==> config.mk <==
export PLATFORM = sky130hd
export DESIGN_NAME = bridge_word_sequencer
export DESIGN_NICKNAME = d
export VERILOG_FILES = /design/src/hdl/bridge_ram_pkg.sv /design/src/hdl/bridge_word_sequencer.sv
export SDC_FILE = /design/constraint.sdc
export NUM_CORES = 1
export LEC_CHECK = 0
export BUFFER_PORTS_ARGS = -buffer_cell sky130_fd_sc_hd__clkbuf_2
export CAP_MARGIN = 20
export CORE_ASPECT_RATIO = 0.9
export CORE_MARGIN = 4
export CORE_UTILIZATION = 48
export CTS_CLUSTER_SIZE = 40
export DETAILED_ROUTE_END_ITERATION = 10
export PLACE_DENSITY = 0.73
export SETUP_SLACK_MARGIN = 0.5
export SLEW_MARGIN = 20
export SYNTH_ARGS = -nofsm -noshare
export SYNTH_HDL_FRONTEND = slang
export SYNTH_SLANG_ARGS = --single-unit
==> constraint.sdc <==
create_clock -name clk_sys -period 2.2 [get_ports clk_sys]
set_clock_uncertainty 0.1 [all_clocks]
set_input_delay 0.44 -clock clk_sys [delete_from_list [all_inputs] [get_ports clk_sys]]
set_output_delay 0.44 -clock clk_sys [all_outputs]
set_load 0.02 [all_outputs]
==> src/hdl/bridge_ram_pkg.sv <==
// Shared types and constants for the 32-bit host to 16-bit word memory bridge
`default_nettype none

package bridge_ram_pkg;

	// Host request as seen on the host bus, held as a level until done
	typedef struct packed {
		logic        rd;
		logic        wr;
		logic [31:0] addr;
		logic [31:0] wr_data;
	} bridge_req_t;

	// One 16-bit word access towards the memory
	// rd and wr are single-cycle strobes
	typedef struct packed {
		logic        rd;
		logic        wr;
		logic [25:0] addr;
		logic [15:0] data;
	} ram_cmd_t;

	typedef enum logic [2:0] {
		st_idle,
		st_request,
		st_wait_hi,
		st_wait_lo,
		st_wait_write_lo
	} seq_state_e;

	typedef enum logic {
		op_read,
		op_write
	} bridge_op_e;

	// Top address byte of the host's own register space
	localparam logic [7:0] IGNORED_REGION = 8'hf8;

endpackage

`default_nettype wire

==> src/hdl/bridge_word_sequencer.sv <==
// Sequencer that splits a 32-bit host transfer into two 16-bit word memory accesses
`timescale 1ns/1ps
`default_nettype none

module bridge_word_sequencer (
	input  wire                          clk_sys,
	input  wire                          reset_l,
	input  wire                          big_endian,
	input  wire bridge_ram_pkg::bridge_req_t req,
	input  wire                          rd_rise,
	input  wire                          wr_rise,
	output bridge_ram_pkg::ram_cmd_t     ram_cmd,
	input  wire [15:0]                   word_q,
	input  wire                          word_busy,
	output logic [31:0]                  bridge_rd_data,
	output logic                         bridge_processing,
	output logic                         bridge_done
);

	import bridge_ram_pkg::*;

	seq_state_e  state;
	bridge_op_e  op;
	logic        be_q;
	logic        settle;
	logic [31:0] wdata_q;
	logic [15:0] rd_hi_q;
	logic        accept;

	// Little-endian swaps the bytes of a half, the halves keep their order
	function automatic logic [15:0] order_word(input logic [15:0] w, input logic be);
		return be ? w : {w[7:0], w[15:8]};
	endfunction

	// Register region of the host is never served
	assign accept = (rd_rise || wr_rise) && (req.addr[31:24] != IGNORED_REGION);

	always_ff @(posedge clk_sys or negedge reset_l) begin
		if (!reset_l) begin
			state             <= st_idle;
			op                <= op_read;
			be_q              <= 1'b1;
			settle            <= 1'b0;
			wdata_q           <= '0;
			rd_hi_q           <= '0;
			ram_cmd           <= '0;
			bridge_rd_data    <= '0;
			bridge_processing <= 1'b0;
			bridge_done       <= 1'b0;
		end else begin
			// Strobes default low
			ram_cmd.rd  <= 1'b0;
			ram_cmd.wr  <= 1'b0;
			bridge_done <= 1'b0;

			case (state)
				st_idle: begin
					if (accept) begin
						state             <= st_request;
						op                <= wr_rise ? op_write : op_read;
						be_q              <= big_endian;
						wdata_q           <= {order_word(req.wr_data[31:16], big_endian),
							order_word(req.wr_data[15:0], big_endian)};
						ram_cmd.addr      <= req.addr[25:0];
						bridge_processing <= 1'b1;
					end
				end

				// Upper half goes out first, at the host address
				st_request: begin
					if (!word_busy) begin
						settle <= 1'b1;
						if (op == op_read) begin
							ram_cmd.rd <= 1'b1;
							state      <= st_wait_hi;
						end else begin
							ram_cmd.wr   <= 1'b1;
							ram_cmd.data <= wdata_q[31:16];
							state        <= st_wait_write_lo;
						end
					end
				end

				st_wait_hi: begin
					// Busy only shows one cycle after the strobe
					if (settle) begin
						settle <= 1'b0;
					end else if (!word_busy) begin
						// Upper half is parked so read data only moves on done
						rd_hi_q      <= order_word(word_q, be_q);
						ram_cmd.rd   <= 1'b1;
						ram_cmd.addr <= ram_cmd.addr + 26'd2;
						settle       <= 1'b1;
						state        <= st_wait_lo;
					end
				end

				st_wait_lo: begin
					if (settle) begin
						settle <= 1'b0;
					end else if (!word_busy) begin
						bridge_rd_data    <= {rd_hi_q, order_word(word_q, be_q)};
						bridge_done       <= 1'b1;
						bridge_processing <= 1'b0;
						state             <= st_idle;
					end
				end

				// Lower half write, done goes out with the strobe
				st_wait_write_lo: begin
					if (settle) begin
						settle <= 1'b0;
					end else if (!word_busy) begin
						ram_cmd.wr        <= 1'b1;
						ram_cmd.data      <= wdata_q[15:0];
						ram_cmd.addr      <= ram_cmd.addr + 26'd2;
						bridge_done       <= 1'b1;
						bridge_processing <= 1'b0;
						state             <= st_idle;
					end
				end

				default: begin
					state <= st_idle;
				end
			endcase
		end
	end

	a_strobe_exclusive: assert property (@(posedge clk_sys) disable iff (!reset_l)
		!(ram_cmd.rd && ram_cmd.wr))
		else $error("word read and write strobes overlap");

	// A completion always closes a transfer that was in progress
	a_done_after_processing: assert property (@(posedge clk_sys) disable iff (!reset_l)
		bridge_done |-> $past(bridge_processing))
		else $error("done without a transfer in progress");

	a_state_legal: assert property (@(posedge clk_sys) disable iff (!reset_l)
		state inside {st_idle, st_request, st_wait_hi, st_wait_lo, st_wait_write_lo})
		else $error("sequencer state out of range");

	// Host never raises read and write together
	a_host_one_request: assert property (@(posedge clk_sys) disable iff (!reset_l)
		!(req.rd && req.wr))
		else $error("host read and write requests both high");

endmodule

`default_nettype wire

==> impl_metrics.tcl, run 1 <==
set metrics [dict create \
    status "finished clean" \
    regArea_um2 3310 \
    grt_setup_unrepaired "true" \
    die_y_um 116 \
    synth_compound_area_share_pct 18.5 \
    wl_per_cell_um 21.9 \
    firstDrtPassIters 5 \
    coreArea_um2 12700 \
    gr-total-overflow 0 \
    multiInputGateArea_um2 3420 \
    dp_hpwl_um 11800 \
    rows 39 \
    synth_xor_area_share_pct 0 \
    timing.slew.headroom_pct 64.5 \
    syn_nets 717 \
    fp.dieW_um 128 \
    crit_type "reg2reg" \
    yosysUniqueCellTypes 55 \
    vias 6313 \
    fmax_ghz 0.485 \
    yosys-top-cells-area "dfrtp_1 (52%), mux2i_1 (7.7%), o21ai_0 (4.5%)" \
    yosysMostFrequentCell "dfrtp_1" \
    syn_inst 628 \
    ios 166 \
    dieArea_um2 14900 \
    cts_made_buffers 17 \
    cap_violations 0 \
    slew_violations 0 \
    cp-start-kind "register" \
    yosys-top-cells-count "dfrtp_1 (131), nand2_1 (61), nor2_1 (57), o21ai_0 (56), a21oi_1 (52)" \
    end_kind "register" \
    power.density_nw_per_um2 1680 \
    routabilityCongestion 0.837 \
    syn_to_final_growth_pct 54.9 \
    clock-sinks 132 \
    grt_pass1_vias 5974 \
    root_buffer "clkbuf_16" \
    power_leakage_nw 4.56 \
    grt_usage_pct 26.8 \
    synth_seq_area_share_pct 52.8 \
    n_antenna_cell 0 \
    hp-class "in2reg" \
    drt_iter0_markers 583 \
    yosys_register_bits 132 \
    yosysWarnings 0 \
    synthSimpleGateAreaFrac_pct 12.8 \
    syn_area_um2 6260 \
    grt_pass1_wl_um 31300 \
    critPathRequiredTime_ps 2400 \
    fin_cells 1033 \
    syn_area_per_cell_um2 9.97 \
    drive_gt1_share_pct 50.5 \
    cts_buffer_depth 2 \
    final_antenna_net_count 0 \
    drc_errors 0 \
    io_buffers 163 \
    holdWs_ps 163 \
    cts_tree "built" \
    yosysTopAreaCellShare_pct 52.3 \
    wirelength_um 22600 \
    synth-main-ff-cell "dfrtp_1" \
    min_period_ps 2060 \
    irDropWorstVdd_uv 1140 \
    async_reset_ff_share_pct 100 \
    fin_crit_sh_pct 93.7 \
    finalHoldViolCount 0 \
    arrival_ps 2270 \
    start_util_pct 49.2 \
    grt_max_degree 37 \
    tightest_slew_ps 532 \
    fillCellCount 785 \
    place_inst 944 \
    nNetsFinal 946 \
    insertion_delay_ps 420 \
    cp_max_fo 12 \
    htree_levels 4 \
    yosysTopAreaCell "dfrtp_1" \
    finalSetupViolCount 0 \
    fin_ws_ps 138 \
    post-place-ws_ps -8.48 \
    antenna_found_initial 0 \
    synth_edf_count 0 \
    vias_per_cell 6.11 \
    synthMuxAreaShare_pct 11.1 \
    synth_top_family_by_area "compound AO/OA/AOI/OAI gates" \
    clk_pin_slew_worst_paths_ps 60 \
    synth_fa_ha_area_share_pct 0.380 \
]
## placed cells by master, fill, tap and decap left out, drive strengths merged, types with 6 or more instances in the layout
cell | Yosys | final
a22oi | 19 | 19
o21ai | 85 | 85
mux2 | 19 | 19
nor2 | 58 | 58
a21oi | 53 | 53
clkbuf | 25 | 186
buf | 21 | 90
inv | 10 | 9
nand2 | 61 | 61
mux2i | 48 | 48
nand3 | 12 | 12
nor3 | 8 | 8
a31oi | 6 | 6
clkinv | 0 | 8
dfrtp | 131 | 131
nand4 | 9 | 9
## through the flow
step	TNS (ps)	util (%)	power, mW	instance area [µm²]
6_report	0	76.1	16.3	9700
5_1_grt	0	76.1	17.0	9700
4_1_cts	0	70.7	14.6	9010
3_5_place_dp	-14.9	58.7	9.94	7470
3_3_place_gp	0	58.7	9.70	7470
2_1_floorplan	0	-	8.09	6360
## final cells by class
cell class | count | share of cell area [%]
clock buffer | 21 | 4.64
clock inverter | 10 | 1.37
inverter | 10 | 0.439
multi-input combinational | 440 | 35.3
sequential | 132 | 34.1
tap | 164 | 2.12
timing repair buffer | 256 | 22.0
## cells by family (layout without fill, tap and decap cells)
kind of cell	after synthesis	in the layout
and+or+nand+nor	174	174
AOI/OAI and AO/OA	197	197
DFF	132	132
buffers and inverters	56	297
muxes	67	67
adders and majority gates	2	2
## report_power, final
| group | internal [mW] | switching, mW |
|---|---|---|
| clock network | 1.80 | 1.06 |
| registers | 3.63 | 1.24 |
| logic | 3.92 | 4.61 |
| total | 9.36 | 6.91 |
## worst max-delay path, cell delays in order (launching register included)
cell and delay (ps):
dfrtp_2 430, or2_4 250, maj3_2 350, a211o_4 330
buf_12 170, a21o_1 150, a22o_1 170
## metal layers
layer  part of all wire [%]  wire (µm)  vias up  global-route usage (%)
met4                    3.7        837        0                    10.5
met3                    8.3       1870       81                    5.90
li1                       -          -     2731                       -
met5                      0          0        -                       0
met2                     49      11100      371                    43.1
met1                     39       8830     3130                    35.6
## registers in the layout, indices dropped and copies added, names as in the netlist
| register | flops |
|---|---|
| bridge_rd_data | 32 |
| wdata_q | 32 |
| ram_cmd | 44 |
| bridge_done | 1 |
| op | 1 |
| settle | 1 |
| bridge_processing | 1 |
| state | 3 |
| rd_hi_q | 16 |
| be_q | 1 |
## worst paths after layout
check | cells past startpoint | start | endpoint | slack [ps]
worst max-delay path | 6 | settle | ram_cmd[30] | 140
worst min-delay path | 2 | req[32] | ram_cmd[16] | 160
worst max register to register | 6 | settle | ram_cmd[30] | 140
worst min register to register | 2 | bridge_rd_data[14] | bridge_rd_data[14] | 380
max in group asynchronous | 3 | reset_l | ram_cmd[33] | 920
min in group asynchronous | 2 | reset_l | rd_hi_q[14] | 450
## what timing repair did
| item | in CTS | in global routing |
|---|---|---|
| pin swaps | 23 | 17 |
| gates cloned | 14 | 4 |
| hold buffers | 1 | 0 |
| buffers inserted | 30 | 9 |
| endpoints found under the hold margin | 32 | 0 |
| gates resized for setup | 95 | 139 |
| endpoints found under the setup margin | 109 | 128 |
No activity file was read; power rests on OpenSTA's default activity.
==> inputs of run 2 (changes only) <==
CELL_PAD_IN_SITES_DETAIL_PLACEMENT = 1   (was default)
CELL_PAD_IN_SITES_GLOBAL_PLACEMENT = 2   (was default)
CORE_UTILIZATION = 25   (was 48)
PLACE_DENSITY = 0.63   (was 0.73)
==> run 2 against run 1 <==
  * Total power decreased by 12%
  * Cell count increased by 14%
  * Hold slack got worse by 26 ps
  * Global-route usage decreased by 11 points
  * Clock power increased by 10%
  * Largest cell class is now sequential cells
==> impl_metrics.tcl, run 2 (synthesis gave the netlist of run 1 again) <==
set metrics [dict create \
    status "finished clean" \
    irDropWorstVdd_uv 517 \
    place_inst 1119 \
    drive_gt1_share_pct 40.0 \
    htree_levels 4 \
    fin_crit_sh_pct 93.6 \
    cts_buffer_depth 2 \
    crit_family "compound AO/OA/AOI/OAI gates" \
    end_kind "register" \
    max_stage_delay_ps 400 \
    power_leakage_nw 4.19 \
    vias_per_cell 4.81 \
    cp_max_fo 8 \
    total_power_mw 14.4 \
    layout_commonest_cell "clkbuf_2" \
    wl_per_cell_um 18.3 \
    cts_tree "built" \
    insertion_delay_ps 420 \
    grt_pass1_vias 6041 \
    critPathRequiredTime_ps 2410 \
    syn_to_final_growth_pct 42.4 \
    final_antenna_net_count 0 \
    min_period_ps 2060 \
    firstDrtPassIters 4 \
    cts_made_buffers 17 \
    n_antenna_cell 0 \
    tns_ps 0 \
    crit_type "reg2reg" \
    drt_iter0_markers 285 \
    fmax_ghz 0.486 \
    top_register "ram_cmd" \
    finalSetupViolCount 0 \
    critPathBufInv 1 \
    fin_ws_ps 141 \
    arrival_ps 2270 \
    dp_hpwl_um 14800 \
    nNetsFinal 916 \
    holdWs_ps 137 \
    start_util_pct 25.6 \
    clock-sinks 132 \
    gr-total-overflow 0 \
    finalHoldViolCount 0 \
    post-place-ws_ps -33.7 \
    fin_cells 1176 \
    fp.dieW_um 175 \
    cp-start-kind "register" \
    drc_errors 0 \
    slew_violations 0 \
    largest_reg_flops 44 \
    timing.slew.headroom_pct 65.7 \
    clk_pin_slew_worst_paths_ps 60 \
    grt_usage_pct 15.4 \
    rows 54 \
    antenna_found_initial 0 \
    io_buffers 163 \
    grt_pass1_wl_um 33600 \
    coreArea_um2 24500 \
    grt_setup_unrepaired "true" \
    routabilityCongestion 0.779 \
    hp-class "in2reg" \
    cap_violations 0 \
    final_cell_mix "clkbuf_2 (158), dfrtp_1 (127), nand2_1 (60), nor2_1 (49), o21ai_0 (49)" \
    power.density_nw_per_um2 1610 \
    die_y_um 158 \
    slowest_stage "dfrtp_1" \
    worstPathCellList "or2_1 > maj3_2 > a211o_4 > buf_12 > a21o_1 > a22o_1" \
    wirelength_um 21500 \
    top_regs "ram_cmd (44), bridge_rd_data (32), wdata_q (32)" \
    ios 166 \
    tightest_slew_ps 514 \
    vias 5654 \
    grt_max_degree 54 \
    dieArea_um2 27600 \
    root_buffer "clkbuf_16" \
]
## run 2: cell count changes in the layout (fill, tap and decap cells not counted), sizes merged
cell	change
clkbuf	-6
inv	+3
clkinv	-3
bufbuf	+1
clkinvlp	+2
buf	-27
bufinv	+1
## run 2: metrics by stage
stage               cell area (µm²)  util, %
detailed placement             7730     31.6
CTS                            8710     35.6
finish                         8920     36.5
floorplan                      6360        -
global route                   8920     36.5
global placement               7730     31.6
## run 2: timing repair
item                                    4_1_cts  5_1_grt
pin swaps                                     6       13
setup buffers                                 9        8
gates resized for setup                      34       36
gates cloned                                  5        2
hold buffers                                  1        0
endpoints found under the hold margin        43        0
endpoints found under the setup margin      117      134
## run 2: power breakdown
| part | leakage, nW | switching [mW] | internal, mW |
|---|---|---|---|
| clock | 0.312 | 1.17 | 1.98 |
| sequential | 1.61 | 1.02 | 3.63 |
| combinational | 2.28 | 3.77 | 2.81 |
| total | 4.19 | 5.95 | 8.43 |
## run 2: area by class of cell
cell class | instances | area [µm²]
clock buffer | 19 | 453
inverter | 10 | 37.5
fill | 2794 | 15500
timing repair buffer | 226 | 1580
clock inverter | 13 | 199
sequential | 132 | 3310
tap | 336 | 420
multi-input combinational | 440 | 2920
## run 2: layer usage
metal	global-route usage (%)	routed length [µm]	vias up	part of all wire (%)
met2	25.1	10200	142	47
met5	0	0	-	0
met3	3.34	830	22	3.9
met1	20.7	10100	2819	47
li1	-	-	2671	-
met4	4.94	364	0	1.7
## run 2: final timing paths
kind	from	slack [ps]	to	depth (start not counted)
hold / removal	word_busy	140	ram_cmd[43]	2
max in group asynchronous	reset_l	850	bridge_rd_data[11]	3
min in group asynchronous	reset_l	430	bridge_rd_data[28]	2
hold reg to reg	rd_hi_q[14]	370	rd_hi_q[14]	2
setup reg to reg	settle	140	ram_cmd[30]	6
setup / recovery	settle	140	ram_cmd[30]	6
==> inputs of run 3 (changes only) <==
ABC_CLOCK_PERIOD_IN_PS = 2200   (was default)
BUFFER_PORTS_ARGS = default   (was -buffer_cell sky130_fd_sc_hd__clkbuf_2)
DONT_BUFFER_PORTS = 1   (was default)
PLACE_DENSITY = 0.53   (was 0.63)
==> run 3 against run 2 <==
  * The flow now finishes with violations (hold timing)
  * Clock-buffer cell count is 1 lower
  * Non-clock buffer count is 138 lower
  * Via count is 9.4% lower
  * Hold slack worse by 520 ps
  * Clock power is 6.7% lower
  * Sequential power is 17% higher
  * Sequential share of layout area is 1.1 points higher
  * Cell area is 3.0% lower
  * Worst setup slack better by 12 ps
  * Register-to-register slack hardly changed
  * Die area stayed put
  * Critical endpoint unchanged
  * Highest routed layer unchanged
==> impl_metrics.tcl, run 3 (synthesis gave the netlist of run 1 again) <==
set metrics [dict create \
    status "complete, but fails checks" \
    violations "hold timing" \
    place_inst 966 \
    firstDrtPassIters 4 \
    irDropWorstVdd_uv 570 \
    timing.slew.headroom_pct 68.6 \
    hp-class "in2async" \
    top_regs "ram_cmd (44), bridge_rd_data (32), wdata_q (32)" \
    holdWs_ps -382 \
    cp-start-kind "register" \
    coreArea_um2 24500 \
    ios 166 \
    end_kind "register" \
    grt_usage_pct 14.4 \
    die_y_um 158 \
    io_buffers 0 \
    vias 5125 \
    largest_reg_flops 44 \
    met2_usage_pct 23.1 \
    cts_tree "built" \
    clk_pin_slew_worst_paths_ps 70 \
    wirelength_um 21100 \
    grt_pass1_vias 5325 \
    htree_levels 4 \
    nNetsFinal 778 \
    gr-total-overflow 0 \
    insertion_delay_ps 420 \
    finalSetupViolCount 0 \
    top_register "ram_cmd" \
    vias_per_cell 4.94 \
    fp.dieW_um 175 \
    layout_commonest_cell "dfrtp_1" \
    finalHoldViolCount 132 \
    critPathRequiredTime_ps 2400 \
    routabilityCongestion 0.792 \
    fin_crit_sh_pct 93.0 \
    power_leakage_nw 3.70 \
    regArea_um2 3310 \
    arrival_ps 2250 \
    drive_gt1_share_pct 34.8 \
    n_antenna_cell 0 \
    tns_ps 0 \
    dp_hpwl_um 13000 \
    power.density_nw_per_um2 1680 \
    multiInputGateArea_um2 3240 \
    cp_max_fo 12 \
    cap_violations 0 \
    wl_per_cell_um 20.3 \
    drt_iter0_markers 206 \
    antenna_found_initial 0 \
    post-route-util_pct 35.4 \
    cts_buffer_depth 2 \
    grt-busiest-layer "met2" \
    rr_worst_depth 6 \
    cts_hold_buf 1 \
    cts_made_buffers 17 \
    fin_cells 1038 \
    drc_errors 0 \
    crit_type "reg2reg" \
    final_antenna_net_count 0 \
    syn_to_final_growth_pct 38.1 \
    grt_use_met1_pct 19.0 \
    tightest_slew_ps 471 \
    root_buffer "clkbuf_16" \
    clock-sinks 132 \
    grt.met3_usage_pct 4.87 \
    fmax_ghz 0.489 \
    grt_setup_unrepaired "true" \
    min_period_ps 2050 \
    fillCellCount 2709 \
    slew_violations 0 \
    grt_max_degree 133 \
    dieArea_um2 27600 \
    rows 54 \
    grt_pass1_wl_um 31400 \
    final_cell_mix "dfrtp_1 (131), nand2_1 (60), buf_4 (50), o21ai_0 (49), mux2i_1 (48)" \
    start_util_pct 25.6 \
]
## run 3: changes by cell type in the layout (fill, tap and decap cells not counted), moves of 5 or more
cell,previous run,this run
clkbuf_2,158,0
a21oi_1,46,17
a21oi_2,6,35
nor2_1,49,22
nor2_4,2,27
buf_4,40,50
inv_6,1,6
## run 3: worst paths after layout
check | start | end | slack [ps]
max reg2reg | settle | ram_cmd[30] | 150
min | reset_l | ram_cmd[25] | -380
min in group clk_sys | req[32] | ram_cmd[16] | 70
min reg2reg | rd_hi_q[5] | rd_hi_q[5] | 380
max | settle | ram_cmd[30] | 150
max in group asynchronous | reset_l | be_q | 2020
## run 3: timing repair
action,CTS,global route
hold endpoints to repair,133,132
pin swaps,11,9
endpoints found under the setup margin,110,113
cloned,5,9
resized for setup,33,132
buffers inserted,15,10
## run 3: final cells by class
class	instances	share of cell area, %
Tap cell	336	4.86
Multi-Input combinational cell	440	37.5
Sequential cell	132	38.2
Clock inverter	14	1.92
Timing Repair Buffer	88	12.1
Inverter	10	0.434
Clock buffer	18	4.96
## run 3: worst max-delay path: stages (launching register included)
cell and delay, ps:
dfrtp_1 410, or2_4 250, maj3_2 360, a211o_4 330, buf_12 170, a21o_1 150, a22o_1 160
## run 3: routing by layer
metal	share of wire [%]	up-vias
li1	-	2390
met1	45	2614
met2	47	106
met3	6.1	15
met4	1.1	0
met5	0	-
## run 3: power breakdown
part	switching, mW	internal, mW	total (mW)
combinational	3.14	3.02	6.16
clock	1.23	1.71	2.94
sequential	1.79	3.63	5.42
total	6.16	8.36	14.5
## run 3: through the flow
step	cell area [µm²]	hold slack, ps	setup slack, ps	total power, mW
2_1_floorplan	6360	44.4	228	8.09
3_3_place_gp	6910	48.6	39.7	9.36
3_5_place_dp	6910	48.5	11.2	9.54
4_1_cts	7910	-410	168	13.2
5_1_grt	8650	-416	102	15.5
6_report	8650	-382	154	14.5
